--- src/hdl/fme_cost_pkg.sv ---
// FME cost shared definitions
`default_nettype none

package fme_cost_pkg;

    // **************************************************
    // widths
    // **************************************************
    localparam int PIXEL_WIDTH  = 8;
    localparam int FMV_WIDTH    = 10;
    localparam int SATD_WIDTH   = PIXEL_WIDTH + 10;
    localparam int COST_WIDTH   = SATD_WIDTH + 1;
    localparam int LAMBDA_WIDTH = 7;
    // x+y exp-golomb bit count, at most 2*21
    localparam int BITS_WIDTH   = 6;
    localparam int RATE_WIDTH   = 13;
    localparam int NUM_CAND     = 9;
    localparam int IDX_WIDTH    = 4;

    // **************************************************
    // scalar types
    // **************************************************
    typedef logic signed [FMV_WIDTH-1:0] fmv_t;
    typedef logic [SATD_WIDTH-1:0]       satd_t;
    typedef logic [COST_WIDTH-1:0]       cost_t;
    typedef logic [LAMBDA_WIDTH-1:0]     lambda_t;
    typedef logic [RATE_WIDTH-1:0]       rate_t;
    // 3*(dy+1)+(dx+1), center is 4
    typedef logic [IDX_WIDTH-1:0]        cand_idx_t;

    // **************************************************
    // bundles
    // **************************************************
    typedef struct packed {
        fmv_t x;
        fmv_t y;
    } fmv_pair_t;

    // one field per search point, sp0 in the top bits
    typedef struct packed {
        satd_t sp0;
        satd_t sp1;
        satd_t sp2;
        satd_t sp3;
        satd_t sp4;
        satd_t sp5;
        satd_t sp6;
        satd_t sp7;
        satd_t sp8;
    } satd_vec_t;

    typedef struct packed {
        rate_t sp0;
        rate_t sp1;
        rate_t sp2;
        rate_t sp3;
        rate_t sp4;
        rate_t sp5;
        rate_t sp6;
        rate_t sp7;
        rate_t sp8;
    } rate_vec_t;

    typedef struct packed {
        cost_t sp0;
        cost_t sp1;
        cost_t sp2;
        cost_t sp3;
        cost_t sp4;
        cost_t sp5;
        cost_t sp6;
        cost_t sp7;
        cost_t sp8;
    } cost_vec_t;

    typedef enum logic [1:0] {
        IDLE,
        ACCUM,
        DECIDE
    } ctrl_state_t;

endpackage

`default_nettype wire

--- src/hdl/fme_cost_ctrl.sv ---
// FME cost control FSM
`timescale 1ns/100ps
`default_nettype none

module fme_cost_ctrl (
    input  wire  clk,
    input  wire  rstn,
    input  wire  cost_start_i,
    input  wire  satd_valid_i,
    input  wire  pu_last_i,
    output logic acc_clear_o,
    output logic acc_en_o,
    output logic add_rate_o,
    output logic decide_o
);

    fme_cost_pkg::ctrl_state_t state;
    fme_cost_pkg::ctrl_state_t state_nxt;

    // **************************************************
    // state register
    // **************************************************
    always_ff @(posedge clk or negedge rstn) begin
        if (!rstn) begin
            state <= fme_cost_pkg::IDLE;
        end else begin
            state <= state_nxt;
        end
    end

    always_comb begin
        state_nxt = state;
        case (state)
            fme_cost_pkg::ACCUM: begin
                if (acc_en_o && pu_last_i) begin
                    state_nxt = fme_cost_pkg::DECIDE;
                end
            end
            fme_cost_pkg::DECIDE: begin
                state_nxt = fme_cost_pkg::IDLE;
            end
            default: begin
                state_nxt = state;
            end
        endcase
        // a new PU wins from any state
        if (cost_start_i) begin
            state_nxt = fme_cost_pkg::ACCUM;
        end
    end

    // **************************************************
    // command strobes
    // **************************************************
    assign acc_clear_o = cost_start_i;
    // beat that coincides with a start is dropped
    assign acc_en_o    = satd_valid_i && !cost_start_i && (state == fme_cost_pkg::ACCUM);
    assign add_rate_o  = acc_en_o && pu_last_i;
    assign decide_o    = (state == fme_cost_pkg::DECIDE);

endmodule

`default_nettype wire

--- src/hdl/mv_rate_calc.sv ---
// MV rate per search point
`timescale 1ns/100ps
`default_nettype none

module mv_rate_calc (
    input  wire                            clk,
    input  wire                            rstn,
    input  wire fme_cost_pkg::fmv_pair_t   mv_i,
    input  wire                            half_ip_flag_i,
    input  wire fme_cost_pkg::lambda_t     lambda_i,
    output fme_cost_pkg::rate_vec_t        rate_o
);

    // exp-golomb length of one signed mvd component, predictor is zero
    function automatic logic [fme_cost_pkg::BITS_WIDTH-1:0] eg_bits(
        input fme_cost_pkg::fmv_t d
    );
        logic signed [fme_cost_pkg::FMV_WIDTH:0] d_ext;
        logic [fme_cost_pkg::FMV_WIDTH:0]        mag;
        logic [fme_cost_pkg::FMV_WIDTH+1:0]      code_p1;
        logic [fme_cost_pkg::BITS_WIDTH-1:0]     msb;
        d_ext = d;
        mag   = d_ext[fme_cost_pkg::FMV_WIDTH] ? -d_ext : d_ext;
        // code+1 is 2|d|+1 for d>=0, 2|d|+2 for d<0
        code_p1 = {mag, 1'b0} + (d_ext[fme_cost_pkg::FMV_WIDTH] ? 2'd2 : 2'd1);
        msb = '0;
        for (int i = 0; i < fme_cost_pkg::FMV_WIDTH + 2; i++) begin
            if (code_p1[i]) begin
                msb = i[fme_cost_pkg::BITS_WIDTH-1:0];
            end
        end
        // 2*floor(log2(code+1))+1
        return {msb[fme_cost_pkg::BITS_WIDTH-2:0], 1'b1};
    endfunction

    fme_cost_pkg::fmv_t                       step;
    logic [fme_cost_pkg::BITS_WIDTH-1:0]      bits_x [0:2];
    logic [fme_cost_pkg::BITS_WIDTH-1:0]      bits_y [0:2];
    logic [fme_cost_pkg::BITS_WIDTH-1:0]      bits_sum [0:fme_cost_pkg::NUM_CAND-1];
    fme_cost_pkg::rate_t [0:fme_cost_pkg::NUM_CAND-1] rate_a;

    // **************************************************
    // per-axis bit counts, offsets -1/0/+1 step
    // **************************************************
    always_comb begin
        step      = half_ip_flag_i ? fme_cost_pkg::fmv_t'(2) : fme_cost_pkg::fmv_t'(1);
        bits_x[0] = eg_bits(mv_i.x - step);
        bits_x[1] = eg_bits(mv_i.x);
        bits_x[2] = eg_bits(mv_i.x + step);
        bits_y[0] = eg_bits(mv_i.y - step);
        bits_y[1] = eg_bits(mv_i.y);
        bits_y[2] = eg_bits(mv_i.y + step);
    end

    // pairwise sums, registered
    always_ff @(posedge clk or negedge rstn) begin
        if (!rstn) begin
            for (int k = 0; k < fme_cost_pkg::NUM_CAND; k++) begin
                bits_sum[k] <= '0;
            end
        end else begin
            for (int j = 0; j < 3; j++) begin
                for (int i = 0; i < 3; i++) begin
                    bits_sum[3*j+i] <= bits_x[i] + bits_y[j];
                end
            end
        end
    end

    // lambda weighting
    always_comb begin
        for (int k = 0; k < fme_cost_pkg::NUM_CAND; k++) begin
            rate_a[k] = lambda_i * bits_sum[k];
        end
    end

    assign rate_o = rate_a;

endmodule

`default_nettype wire

--- src/hdl/satd_accum.sv ---
// SATD and rate accumulators
`timescale 1ns/100ps
`default_nettype none

module satd_accum (
    input  wire                            clk,
    input  wire                            rstn,
    input  wire                            clear_i,
    input  wire                            en_i,
    input  wire                            add_rate_i,
    input  wire fme_cost_pkg::satd_vec_t   satd_i,
    input  wire fme_cost_pkg::rate_vec_t   rate_i,
    output fme_cost_pkg::cost_vec_t        cost_o
);

    // ascending ranges keep sp0 at element 0
    fme_cost_pkg::satd_t [0:fme_cost_pkg::NUM_CAND-1] satd_a;
    fme_cost_pkg::rate_t [0:fme_cost_pkg::NUM_CAND-1] rate_a;
    fme_cost_pkg::cost_t [0:fme_cost_pkg::NUM_CAND-1] acc;

    assign satd_a = satd_i;
    assign rate_a = rate_i;

    always_ff @(posedge clk or negedge rstn) begin
        if (!rstn) begin
            acc <= '0;
        end else if (clear_i) begin
            acc <= '0;
        end else if (en_i) begin
            for (int k = 0; k < fme_cost_pkg::NUM_CAND; k++) begin
                // rate only once, on the last block
                acc[k] <= acc[k] + satd_a[k] + (add_rate_i ? rate_a[k] : '0);
            end
        end
    end

    assign cost_o = acc;

endmodule

`default_nettype wire

--- src/hdl/best_cand_sel.sv ---
// best search point selection
`timescale 1ns/100ps
`default_nettype none

module best_cand_sel (
    input  wire                            clk,
    input  wire                            rstn,
    input  wire                            decide_i,
    input  wire fme_cost_pkg::cost_vec_t   cost_i,
    input  wire fme_cost_pkg::fmv_pair_t   mv_i,
    input  wire                            half_ip_flag_i,
    output fme_cost_pkg::cost_t            best_cost_o,
    output fme_cost_pkg::cand_idx_t        best_sp_o,
    output fme_cost_pkg::fmv_pair_t        fmv_best_o,
    output logic                           cost_done_o
);

    fme_cost_pkg::cost_t [0:fme_cost_pkg::NUM_CAND-1] cost_a;
    fme_cost_pkg::cost_t     min_cost;
    fme_cost_pkg::cand_idx_t min_idx;
    fme_cost_pkg::fmv_t      off_x;
    fme_cost_pkg::fmv_t      off_y;
    fme_cost_pkg::fmv_t      delta_x;
    fme_cost_pkg::fmv_t      delta_y;
    fme_cost_pkg::fmv_pair_t best_mv;

    assign cost_a = cost_i;

    // **************************************************
    // nine-way minimum
    // **************************************************
    always_comb begin
        min_cost = cost_a[0];
        min_idx  = '0;
        off_x    = fme_cost_pkg::fmv_t'(-1);
        off_y    = fme_cost_pkg::fmv_t'(-1);
        for (int j = 0; j < 3; j++) begin
            for (int i = 0; i < 3; i++) begin
                // strict compare, lower index keeps a tie
                if (cost_a[3*j+i] < min_cost) begin
                    min_cost = cost_a[3*j+i];
                    min_idx  = fme_cost_pkg::cand_idx_t'(3*j+i);
                    off_x    = fme_cost_pkg::fmv_t'(i - 1);
                    off_y    = fme_cost_pkg::fmv_t'(j - 1);
                end
            end
        end
        // half-pel search steps by two quarter-pel units
        delta_x   = half_ip_flag_i ? (off_x <<< 1) : off_x;
        delta_y   = half_ip_flag_i ? (off_y <<< 1) : off_y;
        best_mv.x = mv_i.x + delta_x;
        best_mv.y = mv_i.y + delta_y;
    end

    // **************************************************
    // result registers
    // **************************************************
    always_ff @(posedge clk or negedge rstn) begin
        if (!rstn) begin
            best_cost_o <= '0;
            best_sp_o   <= '0;
            fmv_best_o  <= '0;
            cost_done_o <= 1'b0;
        end else begin
            cost_done_o <= decide_i;
            if (decide_i) begin
                best_cost_o <= min_cost;
                best_sp_o   <= min_idx;
                fmv_best_o  <= best_mv;
            end
        end
    end

endmodule

`default_nettype wire

--- src/hdl/fme_cost.sv ---
// FME cost stage top
`timescale 1ns/100ps
`default_nettype none

module fme_cost (
    input  wire                            clk,
    input  wire                            rstn,
    input  wire                            cost_start_i,
    input  wire                            satd_valid_i,
    input  wire                            pu_last_i,
    input  wire fme_cost_pkg::satd_vec_t   satd_i,
    input  wire fme_cost_pkg::fmv_pair_t   mv_i,
    input  wire                            half_ip_flag_i,
    input  wire fme_cost_pkg::lambda_t     lambda_i,
    output wire                            cost_done_o,
    output wire fme_cost_pkg::cost_t       best_cost_o,
    output wire fme_cost_pkg::cand_idx_t   best_sp_o,
    output wire fme_cost_pkg::fmv_pair_t   fmv_best_o
);

    logic                    acc_clear;
    logic                    acc_en;
    logic                    add_rate;
    logic                    decide;
    fme_cost_pkg::rate_vec_t rate_vec;
    fme_cost_pkg::cost_vec_t cost_vec;

    // **************************************************
    // control
    // **************************************************
    fme_cost_ctrl i_fme_cost_ctrl (
        .clk          (clk),
        .rstn         (rstn),
        .cost_start_i (cost_start_i),
        .satd_valid_i (satd_valid_i),
        .pu_last_i    (pu_last_i),
        .acc_clear_o  (acc_clear),
        .acc_en_o     (acc_en),
        .add_rate_o   (add_rate),
        .decide_o     (decide)
    );

    // **************************************************
    // datapath
    // **************************************************
    mv_rate_calc i_mv_rate_calc (
        .clk            (clk),
        .rstn           (rstn),
        .mv_i           (mv_i),
        .half_ip_flag_i (half_ip_flag_i),
        .lambda_i       (lambda_i),
        .rate_o         (rate_vec)
    );

    satd_accum i_satd_accum (
        .clk        (clk),
        .rstn       (rstn),
        .clear_i    (acc_clear),
        .en_i       (acc_en),
        .add_rate_i (add_rate),
        .satd_i     (satd_i),
        .rate_i     (rate_vec),
        .cost_o     (cost_vec)
    );

    best_cand_sel i_best_cand_sel (
        .clk            (clk),
        .rstn           (rstn),
        .decide_i       (decide),
        .cost_i         (cost_vec),
        .mv_i           (mv_i),
        .half_ip_flag_i (half_ip_flag_i),
        .best_cost_o    (best_cost_o),
        .best_sp_o      (best_sp_o),
        .fmv_best_o     (fmv_best_o),
        .cost_done_o    (cost_done_o)
    );

endmodule

`default_nettype wire

--- config.mk ---
export PLATFORM = sky130hd
export DESIGN_NAME = fme_cost
export DESIGN_NICKNAME = d
export VERILOG_FILES = /design/src/hdl/fme_cost_pkg.sv /design/src/hdl/fme_cost_ctrl.sv /design/src/hdl/mv_rate_calc.sv /design/src/hdl/satd_accum.sv /design/src/hdl/best_cand_sel.sv /design/src/hdl/fme_cost.sv
export SDC_FILE = /design/constraint.sdc
export NUM_CORES = 2
export LEC_CHECK = 0
export ABC_AREA = 1
export BUFFER_PORTS_ARGS = -buffer_cell sky130_fd_sc_hd__buf_2
export CORE_MARGIN = 2
export CORE_UTILIZATION = 55
export DETAILED_ROUTE_END_ITERATION = 6
export PLACE_DENSITY_LB_ADDON = 0.15
export SYNTH_ARGS = -nofsm -noshare
export SYNTH_HDL_FRONTEND = slang
export SYNTH_SLANG_ARGS = --single-unit
--- constraint.sdc ---
create_clock -name clk -period 41.1 [get_ports clk]
set_clock_uncertainty 0.1 [all_clocks]
set_input_delay 6.165 -clock clk [delete_from_list [all_inputs] [get_ports clk]]
set_output_delay 6.165 -clock clk [all_outputs]
set_load 0.1 [all_outputs]
==> metrics.yaml <==
cells_and_area:
  area_growth_pct: 8.309
  nFillCells: 6431
  nNetsFinal: 6483
  drive_gt1_share_pct: 6.636
  num_antenna_cells: 0
critical_path:
  path_class: "register to register"
  cp-end-kind: "register"
  cp.required_ns: 41.51
  cp-start-kind: "register"
  worst_path_most_repeated_cell: "nand2_1"
  worst-path-max-fanout: 42
  cpMaxStageDelayCell: "nand2_1"
  critPathArrivalTime_ns: 19.66
  slowest_delay_ns: 0.82
place:
  place.gp.congestion: 0.9948
  place_hpwl_mm: 86.65
  portBuffers: 238
  pre_cts_ws_ns: 22.27
clocking:
  clkLatencyLatePin_ns: 0.58
  cts_tree: "done"
  post_cts_resized: 0
  numCtsBuffers: 37
  cts_hold_buf: 0
  clockRootBuffer: "clkbuf_16"
  post_cts_buffers: 0
  cts.path.max_buffers: 3
  path_clk_slew_ns: 0.06
  htree_levels: 2
  clock_sinks: 262
yosys:
  synth.largest_area_cell: "ha_1"
  netlist_top_cells_area: "ha_1 (21%), dfrtp_1 (17%), fa_1 (15%)"
  async_flop_share_pct: 100.0
  ys_ff_latch: 262
  yosysTopAreaCellShare_pct: 20.78
  avgSynthCellArea_um2: 7.263
  syn_nets: 6333
  ys_types: 47
  yosys_warnings: 0
  ys_seq_area_share_pct: 17.26
  synth_ff_type: "dfrtp_1"
  synth_edf_count: 0
  syn_inst: 5231
  syn-cell-area_um2: 37990
timing:
  finalSetupViolCount: 0
  relSlewSlack_pct: 26.48
  slew_violations: 0
  tightest_slew_ns: 1.100
  fin_hold_ws_ns: 0.3833
  rsz0062_at_grt: "false"
  finalCriticalPeriod_ns: 19.25
  tns_ns: 0
  fmax_mhz: 51.95
  hold_viol_final: 0
  fin_crit_sh_pct: 46.84
  fin_ws_ns: 21.85
detailed_routing:
  first_pass_iters: 7
  vias_per_cell: 5.481
  drc_errors: 0
  dr_total_vias: 34488
  avgRoutedWirePerCell_um: 17.46
  wirelength_mm: 109.9
  ant_nets: 0
  drt_iter0_drc: 2179
floorplanning:
  coreArea_um2: 68470
  start_util_pct: 55.49
  dieWidth_um: 266.8
  fp.dieH_um: 266.8
  ioPinCount: 239
  num_rows: 96
  die_area_um2: 71200
global_routing:
  grt_start_max_net_pins: 95
  grtUsageMet2_pct: 53.25
  grt_pass1_vias: 33621
  met1_usage_pct: 41.42
  antenna_found_initial: 0
  grt-ovfl-total: 0
  grt_busiest_layer: "met2"
  grt_pass1_wl_mm: 176.2
  use_met3_pct: 3.506
  track_usage_pct: 31.37
run:
  maxCapViolations: 0
status:
  status: "complete, no violations"
worst_hold_path:
  min_path_type: "register to register"
==> routing by layer <==
| metal | share of wire, % | wire length [um] | vias up |
|---|---|---|---|
| met5 | 0 | 0 | - |
| met4 | 3.7 | 4061 | 0 |
| li1 | - | - | 17034 |
| met3 | 6.1 | 6699 | 176 |
| met1 | 43 | 47610 | 16261 |
| met2 | 47 | 51510 | 1017 |
==> cells in the final DEF, fill, tap and decap left out, types with 14 or more instances in the layout <==
cell / synthesis / layout
nand4_1: 31 / 31
xnor2_1: 16 / 16
a31oi_1: 21 / 21
a21oi_1: 206 / 206
buf_2: 8 / 237
fa_1: 276 / 276
dfrtp_1: 262 / 262
inv_1: 951 / 950
o32ai_1: 14 / 14
nand2_1: 1090 / 1086
buf_4: 3 / 22
o21bai_1: 39 / 39
o31ai_1: 65 / 65
o21ai_1: 39 / 39
nor3_1: 74 / 74
nand3_1: 227 / 226
nor2_1: 544 / 544
o21ai_0: 389 / 389
ha_1: 631 / 631
xor2_1: 115 / 115
clkbuf_16: 0 / 37
==> stage by stage <==
stage / cells / area [um^2] / util [%]
after floorplan: 5231 / 37990 / -
after global placement: 6224 / 39880 / 58.25
after detailed placement: 6224 / 39880 / 58.25
after CTS: 6292 / 41150 / 60.10
after global routing: 6292 / 41150 / 60.10
final: 6292 / 41150 / 60.10
==> synthesized netlist by cell type (31+ instances only) <==
cell type	instances
xor2_1	115
o31ai_1	65
dfrtp_1	262
nor2_1	544
clkbuf_1	123
ha_1	631
nand4_1	31
o21ai_1	39
o21bai_1	39
nand3_1	227
a21oi_1	206
inv_1	951
fa_1	276
o21ai_0	389
nand2_1	1090
nor3_1	74
==> kinds of logic (layout without fill, tap and decap cells) <==
group	after synthesis	in the layout	share of synthesized area, %
and+or+nand+nor	2004	2004	21.29
buffers and inverters	1106	1285	11.06
adders and majority gates	907	907	35.32
AOI/OAI and AO/OA	821	821	12.05
DFF	262	262	17.26
xor gates and xnor gates	131	131	3.020
==> worst max-delay path, delay by kind of cell (launching register included) <==
kind	cells	cell delay (ns)
simple gates	51	10.09
compound gates	21	4.72
fa+ha+maj	9	2.97
xor+xnor	1	0.19
flops	1	0.41
buf+inv	7	0.61
==> registers in the layout (all words and copies together), names as in the netlist <==
register and flops:
i_satd_accum.cost_o 171, i_mv_rate_calc.bits_sum 45, i_best_cand_sel.fmv_best_o 20, i_best_cand_sel.best_cost_o 19
i_best_cand_sel.best_sp_o 4, i_fme_cost_ctrl.state 2, i_best_cand_sel.cost_done_o 1
==> final cells by class <==
cell class / instances / area [um^2] / area share (%)
sequential: 262 / 6556 / 15.93
inverter: 957 / 3596 / 8.738
multi-input combinational: 3863 / 27260 / 66.24
clock inverter: 19 / 230.2 / 0.5595
clock buffer: 49 / 1041 / 2.530
tap: 882 / 1104 / 2.682
timing repair buffer: 260 / 1366 / 3.320
==> final timing paths <==
path | from | endpoint | slack [ns] | cells past startpoint
worst max-delay path | i_satd_accum.cost_o[157]$_DFFE_PN0P_ | i_best_cand_sel.fmv_best_o[19]$_DFFE_PN0P_ | 21.85 | 89
min in group asynchronous | rstn | i_mv_rate_calc.bits_sum[34]$_DFF_PN0_ | 5.47 | 1
max in group asynchronous | rstn | i_best_cand_sel.best_cost_o[16]$_DFFE_PN0P_ | 33.22 | 3
worst max register to register | i_satd_accum.cost_o[157]$_DFFE_PN0P_ | i_best_cand_sel.fmv_best_o[19]$_DFFE_PN0P_ | 21.85 | 89
worst min-delay path | i_best_cand_sel.fmv_best_o[7]$_DFFE_PN0P_ | i_best_cand_sel.fmv_best_o[7]$_DFFE_PN0P_ | 0.38 | 2
worst min register to register | i_best_cand_sel.fmv_best_o[7]$_DFFE_PN0P_ | i_best_cand_sel.fmv_best_o[7]$_DFFE_PN0P_ | 0.38 | 2
Power is left out: the tool's default activity adds up to more than one toggle a clock period on the data nets, which glitch-free logic cannot reach.
